$ cat config.mk
export PLATFORM = sky130hd
export DESIGN_NAME = fpu_minmax_top
export DESIGN_NICKNAME = d
export VERILOG_FILES = /design/src/fpu_fmt_pkg.sv /design/src/fpu_op_pkg.sv /design/src/fpu_recode.sv /design/src/fpu_unrecode.sv /design/src/fpu_compare_rec.sv /design/src/fpu_fmin_fmax.sv /design/src/fpu_resp_fifo.sv /design/src/fpu_minmax_top.sv
export SDC_FILE = /design/constraint.sdc
export NUM_CORES = 1
export LEC_CHECK = 0
export BUFFER_PORTS_ARGS = -buffer_cell sky130_fd_sc_hd__buf_2
export CORE_MARGIN = 2
export CORE_UTILIZATION = 55
export CTS_BUF_LIST = sky130_fd_sc_hd__clkbuf_2 sky130_fd_sc_hd__clkbuf_4 sky130_fd_sc_hd__clkbuf_8
export DETAILED_ROUTE_END_ITERATION = 10
export PLACE_DENSITY = 0.86
export SETUP_SLACK_MARGIN = 0.4
export SYNTH_ARGS = -nofsm -noshare
export SYNTH_HDL_FRONTEND = slang
export SYNTH_SLANG_ARGS = --single-unit
$ cat constraint.sdc
create_clock -name clk_i -period 5.87 [get_ports clk_i]
set_input_delay 0 -clock clk_i [delete_from_list [all_inputs] [get_ports clk_i]]
set_output_delay 0 -clock clk_i [all_outputs]
set_load 0.1 [all_outputs]
$ cat src/fpu_fmt_pkg.sv
/*
 * fpu format package
 * binary32 and 33-bit recoded layouts, exponent codes,
 * canonical NaN values in both forms
 */
`default_nettype none

package fpu_fmt_pkg;

  // --------------------
  // widths
  // --------------------
  localparam int unsigned EXP_WIDTH = 8;
  // significand, hidden bit included
  localparam int unsigned SIG_WIDTH = 24;
  localparam int unsigned FRAC_WIDTH = SIG_WIDTH - 1;
  localparam int unsigned FP_WIDTH = EXP_WIDTH + SIG_WIDTH;
  localparam int unsigned REC_EXP_WIDTH = EXP_WIDTH + 1;

  // normal recoded exp is biased exp plus this offset
  localparam int unsigned REC_EXP_ADJ = (1 << (EXP_WIDTH - 1)) + 1;

  // top three bits of the recoded exponent
  localparam logic [2:0] REC_CODE_ZERO = 3'b000;
  localparam logic [2:0] REC_CODE_INF = 3'b110;
  localparam logic [2:0] REC_CODE_NAN = 3'b111;

  // --------------------
  // types
  // --------------------
  typedef logic [FP_WIDTH-1:0] fp32_t;
  typedef logic [EXP_WIDTH-1:0] fp_exp_t;
  typedef logic [FRAC_WIDTH-1:0] frac_t;
  typedef logic [REC_EXP_WIDTH-1:0] rec_exp_t;

  typedef struct packed {
    logic     sign;
    rec_exp_t exp;
    frac_t    frac;
  } rec_t;

  // quiet bit set, empty payload
  localparam fp32_t FP32_CANONICAL_NAN = 32'h7fc0_0000;
  localparam rec_t REC_CANONICAL_NAN = '{
    sign: 1'b0,
    exp:  {REC_CODE_NAN, {(REC_EXP_WIDTH - 3){1'b0}}},
    frac: {1'b1, {(FRAC_WIDTH - 1){1'b0}}}
  };

endpackage

`default_nettype wire

$ cat src/fpu_op_pkg.sv
/*
 * fpu operation package
 * op codes, request and response payloads, credit counts
 */
`default_nettype none

package fpu_op_pkg;

  // --------------------
  // operations
  // --------------------
  typedef enum logic [2:0] {
    FMIN = 3'd0,
    FMAX = 3'd1,
    FEQ  = 3'd2,
    FLT  = 3'd3,
    FLE  = 3'd4
  } fpu_op_e;

  // 67 bits
  typedef struct packed {
    fpu_op_e            op;
    fpu_fmt_pkg::fp32_t rs1;
    fpu_fmt_pkg::fp32_t rs2;
  } fpu_req_t;

  // 33 bits, compares return the flag in bit 0
  typedef struct packed {
    fpu_fmt_pkg::fp32_t result;
    logic               invalid;
  } fpu_resp_t;

  // --------------------
  // credits
  // --------------------
  typedef logic [2:0] fpu_cnt_t;

  // queue depth = upstream credits after reset
  localparam int unsigned REQ_CREDITS = 4;
  // downstream credits held after reset
  localparam fpu_cnt_t RESP_CREDITS = 3'd2;

endpackage

`default_nettype wire

$ cat src/fpu_recode.sv
/*
 * fpu_recode
 * binary32 to recoded form, subnormals normalized into the
 * extended exponent range, combinational
 */
`default_nettype none

module fpu_recode (
  input  fpu_fmt_pkg::fp32_t fp_i,
  output fpu_fmt_pkg::rec_t  rec_o
);
  import fpu_fmt_pkg::*;

  localparam int unsigned lz_width_lp = $clog2(FRAC_WIDTH);

  logic                   sign;
  fp_exp_t                exp_in;
  frac_t                  frac_in;
  logic                   exp_zero;
  logic                   exp_ones;
  logic                   frac_zero;
  logic [lz_width_lp-1:0] lz;
  frac_t                  norm_frac;
  rec_exp_t               sub_exp;
  rec_exp_t               norm_exp;

  // field split
  assign sign = fp_i[FP_WIDTH-1];
  assign exp_in = fp_i[FP_WIDTH-2 -: EXP_WIDTH];
  assign frac_in = fp_i[FRAC_WIDTH-1:0];

  assign exp_zero = (exp_in == '0);
  assign exp_ones = (exp_in == '1);
  assign frac_zero = (frac_in == '0);

  // leading zeros of the fraction
  // ascending scan, the highest set bit wins
  always_comb begin
    lz = '0;
    for (int i = 0; i < FRAC_WIDTH; i++) begin
      if (frac_in[i]) begin
        lz = lz_width_lp'(FRAC_WIDTH - 1 - i);
      end
    end
  end

  // leading one shifted out, it becomes the hidden bit
  assign norm_frac = frac_t'(frac_in << (lz + 1));
  assign sub_exp = rec_exp_t'(REC_EXP_ADJ) - rec_exp_t'(lz);
  assign norm_exp = rec_exp_t'(exp_in) + rec_exp_t'(REC_EXP_ADJ);

  always_comb begin
    rec_o.sign = sign;
    rec_o.exp = norm_exp;
    rec_o.frac = frac_in;
    if (exp_ones) begin
      // inf drops its fraction, NaN keeps quiet bit and payload
      rec_o.exp = {frac_zero ? REC_CODE_INF : REC_CODE_NAN, {(REC_EXP_WIDTH - 3){1'b0}}};
    end else if (exp_zero && frac_zero) begin
      rec_o.exp = {REC_CODE_ZERO, {(REC_EXP_WIDTH - 3){1'b0}}};
    end else if (exp_zero) begin
      // subnormal
      rec_o.exp = sub_exp;
      rec_o.frac = norm_frac;
    end
  end

endmodule

`default_nettype wire

$ cat src/fpu_unrecode.sv
/*
 * fpu_unrecode
 * recoded form back to binary32, small exponents shifted
 * back into a subnormal fraction, combinational
 */
`default_nettype none

module fpu_unrecode (
  input  fpu_fmt_pkg::rec_t  rec_i,
  output fpu_fmt_pkg::fp32_t fp_o
);
  import fpu_fmt_pkg::*;

  localparam int unsigned sh_width_lp = $clog2(SIG_WIDTH);

  typedef logic [sh_width_lp-1:0] shamt_t;

  logic [2:0]           code;
  logic                 is_sub;
  shamt_t               sub_shift;
  logic [SIG_WIDTH-1:0] sub_sig;
  fp_exp_t              norm_exp;

  assign code = rec_i.exp[REC_EXP_WIDTH-1 -: 3];

  // exps up to REC_EXP_ADJ lie below the normal range
  assign is_sub = (rec_i.exp <= rec_exp_t'(REC_EXP_ADJ));

  // shift of 1 for the top subnormal binade, up to 23
  assign sub_shift = shamt_t'(rec_exp_t'(REC_EXP_ADJ + 1) - rec_i.exp);
  assign sub_sig = {1'b1, rec_i.frac} >> sub_shift;

  assign norm_exp = fp_exp_t'(rec_i.exp - rec_exp_t'(REC_EXP_ADJ));

  // --------------------
  // special codes first
  // --------------------
  always_comb begin
    fp_o = {rec_i.sign, norm_exp, rec_i.frac};
    if (code == REC_CODE_ZERO) begin
      fp_o = {rec_i.sign, {(FP_WIDTH - 1){1'b0}}};
    end else if (code == REC_CODE_INF) begin
      fp_o = {rec_i.sign, {EXP_WIDTH{1'b1}}, {FRAC_WIDTH{1'b0}}};
    end else if (code == REC_CODE_NAN) begin
      // payload passes through untouched
      fp_o = {rec_i.sign, {EXP_WIDTH{1'b1}}, rec_i.frac};
    end else if (is_sub) begin
      fp_o = {rec_i.sign, {EXP_WIDTH{1'b0}}, sub_sig[FRAC_WIDTH-1:0]};
    end
  end

endmodule

`default_nettype wire

$ cat src/fpu_compare_rec.sv
/*
 * fpu_compare_rec
 * lt / eq compare of two recoded values, quiet or signaling,
 * unordered gives neither, combinational
 */
`default_nettype none

module fpu_compare_rec (
  input  fpu_fmt_pkg::rec_t a_i,
  input  fpu_fmt_pkg::rec_t b_i,
  input  logic              signaling_i,
  output logic              lt_o,
  output logic              eq_o,
  output logic              invalid_o
);
  import fpu_fmt_pkg::*;

  logic a_nan;
  logic b_nan;
  logic a_snan;
  logic b_snan;
  logic both_zero;
  logic unordered;
  logic mag_lt;
  logic mag_eq;
  logic ord_lt;
  logic ord_eq;

  // class decode from the exponent code
  assign a_nan = (a_i.exp[REC_EXP_WIDTH-1 -: 3] == REC_CODE_NAN);
  assign b_nan = (b_i.exp[REC_EXP_WIDTH-1 -: 3] == REC_CODE_NAN);
  // quiet bit is the fraction msb
  assign a_snan = a_nan & ~a_i.frac[FRAC_WIDTH-1];
  assign b_snan = b_nan & ~b_i.frac[FRAC_WIDTH-1];
  assign both_zero = (a_i.exp[REC_EXP_WIDTH-1 -: 3] == REC_CODE_ZERO)
                   & (b_i.exp[REC_EXP_WIDTH-1 -: 3] == REC_CODE_ZERO);
  assign unordered = a_nan | b_nan;

  // recoded exp and fraction order like the magnitude
  assign mag_lt = {a_i.exp, a_i.frac} < {b_i.exp, b_i.frac};
  assign mag_eq = {a_i.exp, a_i.frac} == {b_i.exp, b_i.frac};

  always_comb begin
    if (both_zero) begin
      ord_lt = 1'b0;
    end else if (a_i.sign != b_i.sign) begin
      // negative side is the smaller one
      ord_lt = a_i.sign;
    end else if (a_i.sign) begin
      ord_lt = ~mag_lt & ~mag_eq;
    end else begin
      ord_lt = mag_lt;
    end
  end

  // +0 and -0 compare equal
  assign ord_eq = both_zero | ((a_i.sign == b_i.sign) & mag_eq);

  assign lt_o = ord_lt & ~unordered;
  assign eq_o = ord_eq & ~unordered;
  assign invalid_o = a_snan | b_snan | (signaling_i & unordered);

endmodule

`default_nettype wire

$ cat src/fpu_fmin_fmax.sv
/*
 * fpu_fmin_fmax
 * min / max select on recoded operands with the NaN and
 * signed-zero rules, lt / eq come from the shared comparator
 */
`default_nettype none

module fpu_fmin_fmax (
  input  fpu_fmt_pkg::rec_t fp_rs1_i,
  input  fpu_fmt_pkg::rec_t fp_rs2_i,
  // 1 = FMIN, 0 = FMAX
  input  logic              fmin_not_fmax_i,
  input  logic              cmp_lt_i,
  input  logic              cmp_eq_i,
  output logic              invalid_o,
  output fpu_fmt_pkg::rec_t result_o
);
  import fpu_fmt_pkg::*;

  logic rs1_nan;
  logic rs2_nan;
  logic rs1_snan;
  logic rs2_snan;
  logic zero_diff_sign;
  logic pick_rs2;

  // --------------------
  // NaN detect
  // --------------------
  assign rs1_nan = (fp_rs1_i.exp[REC_EXP_WIDTH-1 -: 3] == REC_CODE_NAN);
  assign rs2_nan = (fp_rs2_i.exp[REC_EXP_WIDTH-1 -: 3] == REC_CODE_NAN);
  assign rs1_snan = rs1_nan & ~fp_rs1_i.frac[FRAC_WIDTH-1];
  assign rs2_snan = rs2_nan & ~fp_rs2_i.frac[FRAC_WIDTH-1];

  // equal with opposite signs happens only for +0 / -0
  assign zero_diff_sign = cmp_eq_i & (fp_rs1_i.sign ^ fp_rs2_i.sign);

  // --------------------
  // ordered select
  // --------------------
  always_comb begin
    if (zero_diff_sign) begin
      // min takes the negative zero, max the positive one
      pick_rs2 = fmin_not_fmax_i ^ fp_rs1_i.sign;
    end else begin
      // rs1 < rs2: min keeps rs1, max takes rs2
      pick_rs2 = cmp_lt_i ^ fmin_not_fmax_i;
    end
  end

  always_comb begin
    if (rs1_nan && rs2_nan) begin
      result_o = REC_CANONICAL_NAN;
    end else if (rs1_nan) begin
      result_o = fp_rs2_i;
    end else if (rs2_nan) begin
      result_o = fp_rs1_i;
    end else begin
      result_o = pick_rs2 ? fp_rs2_i : fp_rs1_i;
    end
  end

  // sNaN flags even when the result is a number
  assign invalid_o = rs1_snan | rs2_snan;

endmodule

`default_nettype wire

$ cat src/fpu_resp_fifo.sv
/*
 * fpu_resp_fifo
 * response queue, pops while it holds a downstream credit,
 * each pop hands one credit back upstream
 */
`default_nettype none

module fpu_resp_fifo #(
  parameter int unsigned depth_p = fpu_op_pkg::REQ_CREDITS
) (
  input  logic                  clk_i,
  input  logic                  rst_n_i,
  input  logic                  push_i,
  input  fpu_op_pkg::fpu_resp_t push_data_i,
  input  logic                  resp_credit_i,
  output logic                  resp_valid_o,
  output fpu_op_pkg::fpu_resp_t resp_o,
  output logic                  req_credit_o
);
  import fpu_op_pkg::*;

  localparam int unsigned ptr_width_lp = (depth_p > 1) ? $clog2(depth_p) : 1;
  localparam int unsigned cnt_width_lp = $clog2(depth_p + 1);

  typedef logic [ptr_width_lp-1:0] ptr_t;
  typedef logic [cnt_width_lp-1:0] occ_t;

  fpu_resp_t mem [depth_p];
  ptr_t      wr_ptr_q;
  ptr_t      rd_ptr_q;
  occ_t      count_q;
  fpu_cnt_t  credit_q;
  logic      empty;
  logic      full;
  logic      wr_en;
  logic      pop;

  // wrap for any depth
  function automatic ptr_t ptr_inc(ptr_t p);
    return (p == ptr_t'(depth_p - 1)) ? '0 : p + 1'b1;
  endfunction

  assign empty = (count_q == '0);
  assign full = (count_q == occ_t'(depth_p));
  assign wr_en = push_i & ~full;
  // data must be in the queue and a slot free downstream
  assign pop = ~empty & (credit_q != '0);

  // --------------------
  // pointers and counters
  // --------------------
  always_ff @(posedge clk_i) begin
    if (!rst_n_i) begin
      wr_ptr_q <= '0;
      rd_ptr_q <= '0;
      count_q <= '0;
      credit_q <= RESP_CREDITS;
    end else begin
      if (wr_en) begin
        wr_ptr_q <= ptr_inc(wr_ptr_q);
      end
      if (pop) begin
        rd_ptr_q <= ptr_inc(rd_ptr_q);
      end
      case ({wr_en, pop})
        2'b10: count_q <= count_q + 1'b1;
        2'b01: count_q <= count_q - 1'b1;
        default: count_q <= count_q;
      endcase
      // spend on pop, refill on returned credit
      case ({pop, resp_credit_i})
        2'b10: credit_q <= credit_q - 1'b1;
        2'b01: credit_q <= credit_q + 1'b1;
        default: credit_q <= credit_q;
      endcase
    end
  end

  // storage
  always_ff @(posedge clk_i) begin
    if (wr_en) begin
      mem[wr_ptr_q] <= push_data_i;
    end
  end

  assign resp_valid_o = pop;
  assign resp_o = mem[rd_ptr_q];
  assign req_credit_o = pop;

endmodule

`default_nettype wire

$ cat src/fpu_minmax_top.sv
/*
 * fpu_minmax_top
 * fmin / fmax / feq / flt / fle on binary32 operands
 * recode stage, execute stage, credit-based response queue
 */
`default_nettype none

module fpu_minmax_top (
  input  logic                  clk_i,
  input  logic                  rst_n_i,
  input  logic                  req_valid_i,
  input  fpu_op_pkg::fpu_req_t  req_i,
  output logic                  req_credit_o,
  output logic                  resp_valid_o,
  output fpu_op_pkg::fpu_resp_t resp_o,
  input  logic                  resp_credit_i
);
  import fpu_fmt_pkg::*;
  import fpu_op_pkg::*;

  typedef struct packed {
    fpu_op_e op;
    rec_t    rs1;
    rec_t    rs2;
  } recode_stage_t;

  recode_stage_t s1_d;
  recode_stage_t s1_q;
  logic          s1_valid_q;
  fpu_resp_t     s2_d;
  fpu_resp_t     s2_q;
  logic          s2_valid_q;

  logic          cmp_signaling;
  logic          cmp_lt;
  logic          cmp_eq;
  logic          cmp_invalid;
  logic          minmax_invalid;
  rec_t          minmax_rec;
  fp32_t         minmax_fp;

  // --------------------
  // stage 1, recode
  // --------------------
  assign s1_d.op = req_i.op;

  fpu_recode u_recode_rs1 (
    .fp_i  (req_i.rs1),
    .rec_o (s1_d.rs1)
  );

  fpu_recode u_recode_rs2 (
    .fp_i  (req_i.rs2),
    .rec_o (s1_d.rs2)
  );

  // --------------------
  // stage 2, execute
  // --------------------
  // flt / fle trap on any NaN
  assign cmp_signaling = (s1_q.op == FLT) | (s1_q.op == FLE);

  fpu_compare_rec u_compare (
    .a_i         (s1_q.rs1),
    .b_i         (s1_q.rs2),
    .signaling_i (cmp_signaling),
    .lt_o        (cmp_lt),
    .eq_o        (cmp_eq),
    .invalid_o   (cmp_invalid)
  );

  fpu_fmin_fmax u_fmin_fmax (
    .fp_rs1_i        (s1_q.rs1),
    .fp_rs2_i        (s1_q.rs2),
    .fmin_not_fmax_i (s1_q.op == FMIN),
    .cmp_lt_i        (cmp_lt),
    .cmp_eq_i        (cmp_eq),
    .invalid_o       (minmax_invalid),
    .result_o        (minmax_rec)
  );

  fpu_unrecode u_unrecode (
    .rec_i (minmax_rec),
    .fp_o  (minmax_fp)
  );

  // result and flag by op, compares return bit 0 only
  always_comb begin
    s2_d.result = '0;
    s2_d.invalid = cmp_invalid;
    case (s1_q.op)
      FMIN, FMAX: begin
        s2_d.result = minmax_fp;
        s2_d.invalid = minmax_invalid;
      end
      FEQ: s2_d.result[0] = cmp_eq;
      FLT: s2_d.result[0] = cmp_lt;
      FLE: s2_d.result[0] = cmp_lt | cmp_eq;
      default: s2_d.result = '0;
    endcase
  end

  // valid bits
  always_ff @(posedge clk_i) begin
    if (!rst_n_i) begin
      s1_valid_q <= 1'b0;
      s2_valid_q <= 1'b0;
    end else begin
      s1_valid_q <= req_valid_i;
      s2_valid_q <= s1_valid_q;
    end
  end

  // payload, loaded only with a valid beat
  always_ff @(posedge clk_i) begin
    if (req_valid_i) begin
      s1_q <= s1_d;
    end
    if (s1_valid_q) begin
      s2_q <= s2_d;
    end
  end

  // --------------------
  // response queue
  // --------------------
  // one slot per upstream credit, so the pipe never stalls
  fpu_resp_fifo #(
    .depth_p (REQ_CREDITS)
  ) u_resp_fifo (
    .clk_i         (clk_i),
    .rst_n_i       (rst_n_i),
    .push_i        (s2_valid_q),
    .push_data_i   (s2_q),
    .resp_credit_i (resp_credit_i),
    .resp_valid_o  (resp_valid_o),
    .resp_o        (resp_o),
    .req_credit_o  (req_credit_o)
  );

endmodule

`default_nettype wire

==> results.tsv <==
metric	value	unit
Root Driver	clkbuf_8	
global-route wire length before repair	71.0	mm
deepest clock path buffer count	3	
core area	29400	um^2
commonest non-fill, non-tap cell in the layout	edfxtp_1	
crit path max fanout	9	
DR WL/cell	22.0	um
die area	31100	um^2
Static Leakage	0.00704	uW
busiest layer in global routing	met2	
register area share after synthesis	0.448	
die span in x	176	um
switching power	2580	uW
Nets	1776	
Reg power frac	0.341	
DP Area	17300	um^2
f_max	0.187	GHz
post-route setup slack	0.529	ns
Fin Clk Skew	0.0171	ns
Comb pwr share	0.421	
drt drc	0	
IO Count	106	
Critical Path AT	5.63	ns
Layout area overhead	15.2	%
Peak VDD IR	0.221	mV
hold depth	4	
final slew viol count	0	
Sw Ratio	0.406	
total power per unit cell area	339	nW/um^2
initial drt markers	1332	
number of global-route vias before repair	13000	
vias after detailed routing	13600	
Internal	3780	uW
Slew HR	0.356	
H-tree Lvls	2	
initial antenna violation count	1	
final setup vio count	0	
Multi-input gate area	8460	um^2
MaxCap Viol Count	0	
Slew @ Worst Pin	0.965	ns
# fillers	2202	
Post-DRT Antenna Nets	0	
EDFF count, synth	234	
RSZ-0062 raised after global routing	yes	
DPL Wire Length	32.4	mm
Synth Area per Inst	10.9	um^2
final hold viol count	0	
TritonCTS clock tree	built	
met1 Use GR	0.385	
register area	7310	um^2
GP Congestion	1.00	
DR vias/cell	6.56	
WP data required	6.16	ns
CP Launch Type	flip-flop	
CP cell instances	ha_4, nand4_2, nor4_4, a22oi_1, a211o_1, and3_2, or4_4, and3_2, a22oi_2, inv_2, ha_4, nor3_2, xor2_1, and2_1, mux2i_4, nand2b_2, nor3_1, nor4_1, a221oi_1	
clock slew at reported path FFs	0.06	ns
clock network power share	0.238	
Starting Density	0.555	
All-Layer GR Usage	0.291	
remaining global-route overflow	0	
utilization after layout	0.639	
synth warn	0	
CP max stage delay	0.57	ns
Synth Cell Area	16300	um^2
ratio of cells with drive above 1 in the final layout	0.202	
most frequent cells in the layout	edfxtp_1, nand2_1, buf_2, a21oi_1, nor2_1	
WL final	45.6	mm
Clock Latency Late Sink	0.55	ns
FP Rows	63	
element type at the critical path end	flip-flop	
min Tclk post-route	5.34	ns
met3 GRT Util	0.0370	
Yosys cell types	80	
Post-Syn Instances	1494	
status	complete, no violations	
pre-CTS setup slack	0.397	ns
Sum Neg Setup Slack	0	ns
# port buffers	105	
min-delay worst type	input pin to flip-flop	
most used flip-flop cell after synthesis	edfxtp_1	
crit path kind	flip-flop to flip-flop	
met2 Use GR	0.487	
TritonCTS Buffers	39	
largest net degree at the start of global routing	71	
Tcrit/Tclk final	0.910	
antenna cells	0	
DR pass1 iterations	6	
slowest cell on the critical path	or4_4	
ys async rst share	0	
Design Area, Final	18800	um^2
Post-Syn Nets	1620	
Reg2Reg Depth	19	
clock sinks	248	
Seq cells post-synth	248	
Die Y-Extent	176	um
==> what timing repair did <==
| item | 4_1_cts | 5_1_grt |
|---|---|---|
| hold buffers | 61 | 0 |
| gates resized for setup | 1 | 8 |
| buffers inserted | 0 | 6 |
| endpoints found under the setup margin | 1 | 20 |
| pin swaps | 0 | 2 |
| endpoints found under the hold margin | 71 | 0 |
==> power groups by stage <==
| stage | Sequential, uW | Clock, uW | Combinational [uW] |
|---|---|---|---|
| global placement | 2190 | 0 | 2560 |
| CTS | 2170 | 1540 | 2610 |
| global route | 2180 | 1610 | 2830 |
| finish | 2170 | 1510 | 2680 |
| floorplan | 2160 | 0 | 2030 |
| detailed placement | 2200 | 0 | 2560 |
==> cells in the mapped netlist, types with 14 or more instances <==
cell      instances  share of area
dfxtp_1          14          0.017
mux2i_1          89          0.055
clkbuf_1         62          0.014
xor2_1           14         0.0075
nor2_1           91          0.021
a211oi_1         22          0.010
o22ai_1          20         0.0077
nor3_1           63          0.019
mux4_2           75           0.10
o21ai_0          61          0.019
and3_1           15         0.0058
edfxtp_1        234           0.43
buf_2            15         0.0046
nand2_1         142          0.033
ha_1             53          0.041
a31oi_1          18         0.0069
a22o_1           14         0.0075
nand3_1          47          0.014
xnor2_1          17         0.0091
nor4_1           18         0.0069
inv_1            75          0.017
a21oi_1          97          0.030
==> per-stage QoR <==
| step | power (uW) | hold slack [ns] | instances |
|---|---|---|---|
| final | 6360 | 0.0151 | 2069 |
| after global placement | 4750 | 0.179 | 1932 |
| after detailed placement | 4760 | 0.179 | 1932 |
| after CTS | 6310 | 0.00449 | 2063 |
| after floorplan | 4200 | 0.0989 | 1494 |
| after global routing | 6620 | 0.0257 | 2069 |
==> flip-flops by register name (all words and copies together) (netlist names), 2 cells and up, named ones only <==
name and cells:
s2_q 33, u_resp_fifo.count_q 3, u_resp_fifo.credit_q 3, u_resp_fifo.wr_ptr_q 2, u_resp_fifo.rd_ptr_q 2, u_resp_fifo.mem 132, s1_q 69
==> logic make-up after synthesis <==
kind of cell / after synthesis / synth area share
multiplexers: 172 / 0.164
buffers and inverters: 167 / 0.0419
flip-flops: 248 / 0.448
AND/OR/NAND/NOR: 454 / 0.134
adder cells (fa/ha/maj): 55 / 0.0431
AO/OA/AOI/OAI: 367 / 0.152
XOR/XNOR: 31 / 0.0166
==> critical path, delay by kind of cell, from the launching register on <==
family	cells	cell delay [ns]
buf+inv	1	0.11
mux	1	0.30
fa+ha+maj	2	0.53
flops	1	0.50
simple gates	10	2.62
xor+xnor	1	0.13
compound gates	4	0.90
==> final timing paths <==
| check | endpoint | slack, ns | start |
|---|---|---|---|
| worst max-delay path | s2_q[7] | 0.53 | s1_q[52] |
| worst min-delay path | s1_q[61] | 0.02 | req_i[58] |
| worst max register to register | s2_q[7] | 0.53 | s1_q[52] |
| worst min register to register | u_resp_fifo.mem[0][32] | 0.49 | s2_q[32] |
==> layout make-up <==
type                    count  share of cell area
inverters                  77              0.0154
repair buffers            205              0.0760
well taps                 390              0.0260
flip-flops and latches    248               0.389
multi-input cells        1079               0.450
clock inverters            17             0.00752
clock buffers              53              0.0358
==> per-layer routing <==
layer	part of all wire	wire length (um)
met1	0.40	18400
met2	0.48	21900
met3	0.073	3310
met4	0.044	2030
met5	0	0
(Power assumes the default switching activity.)
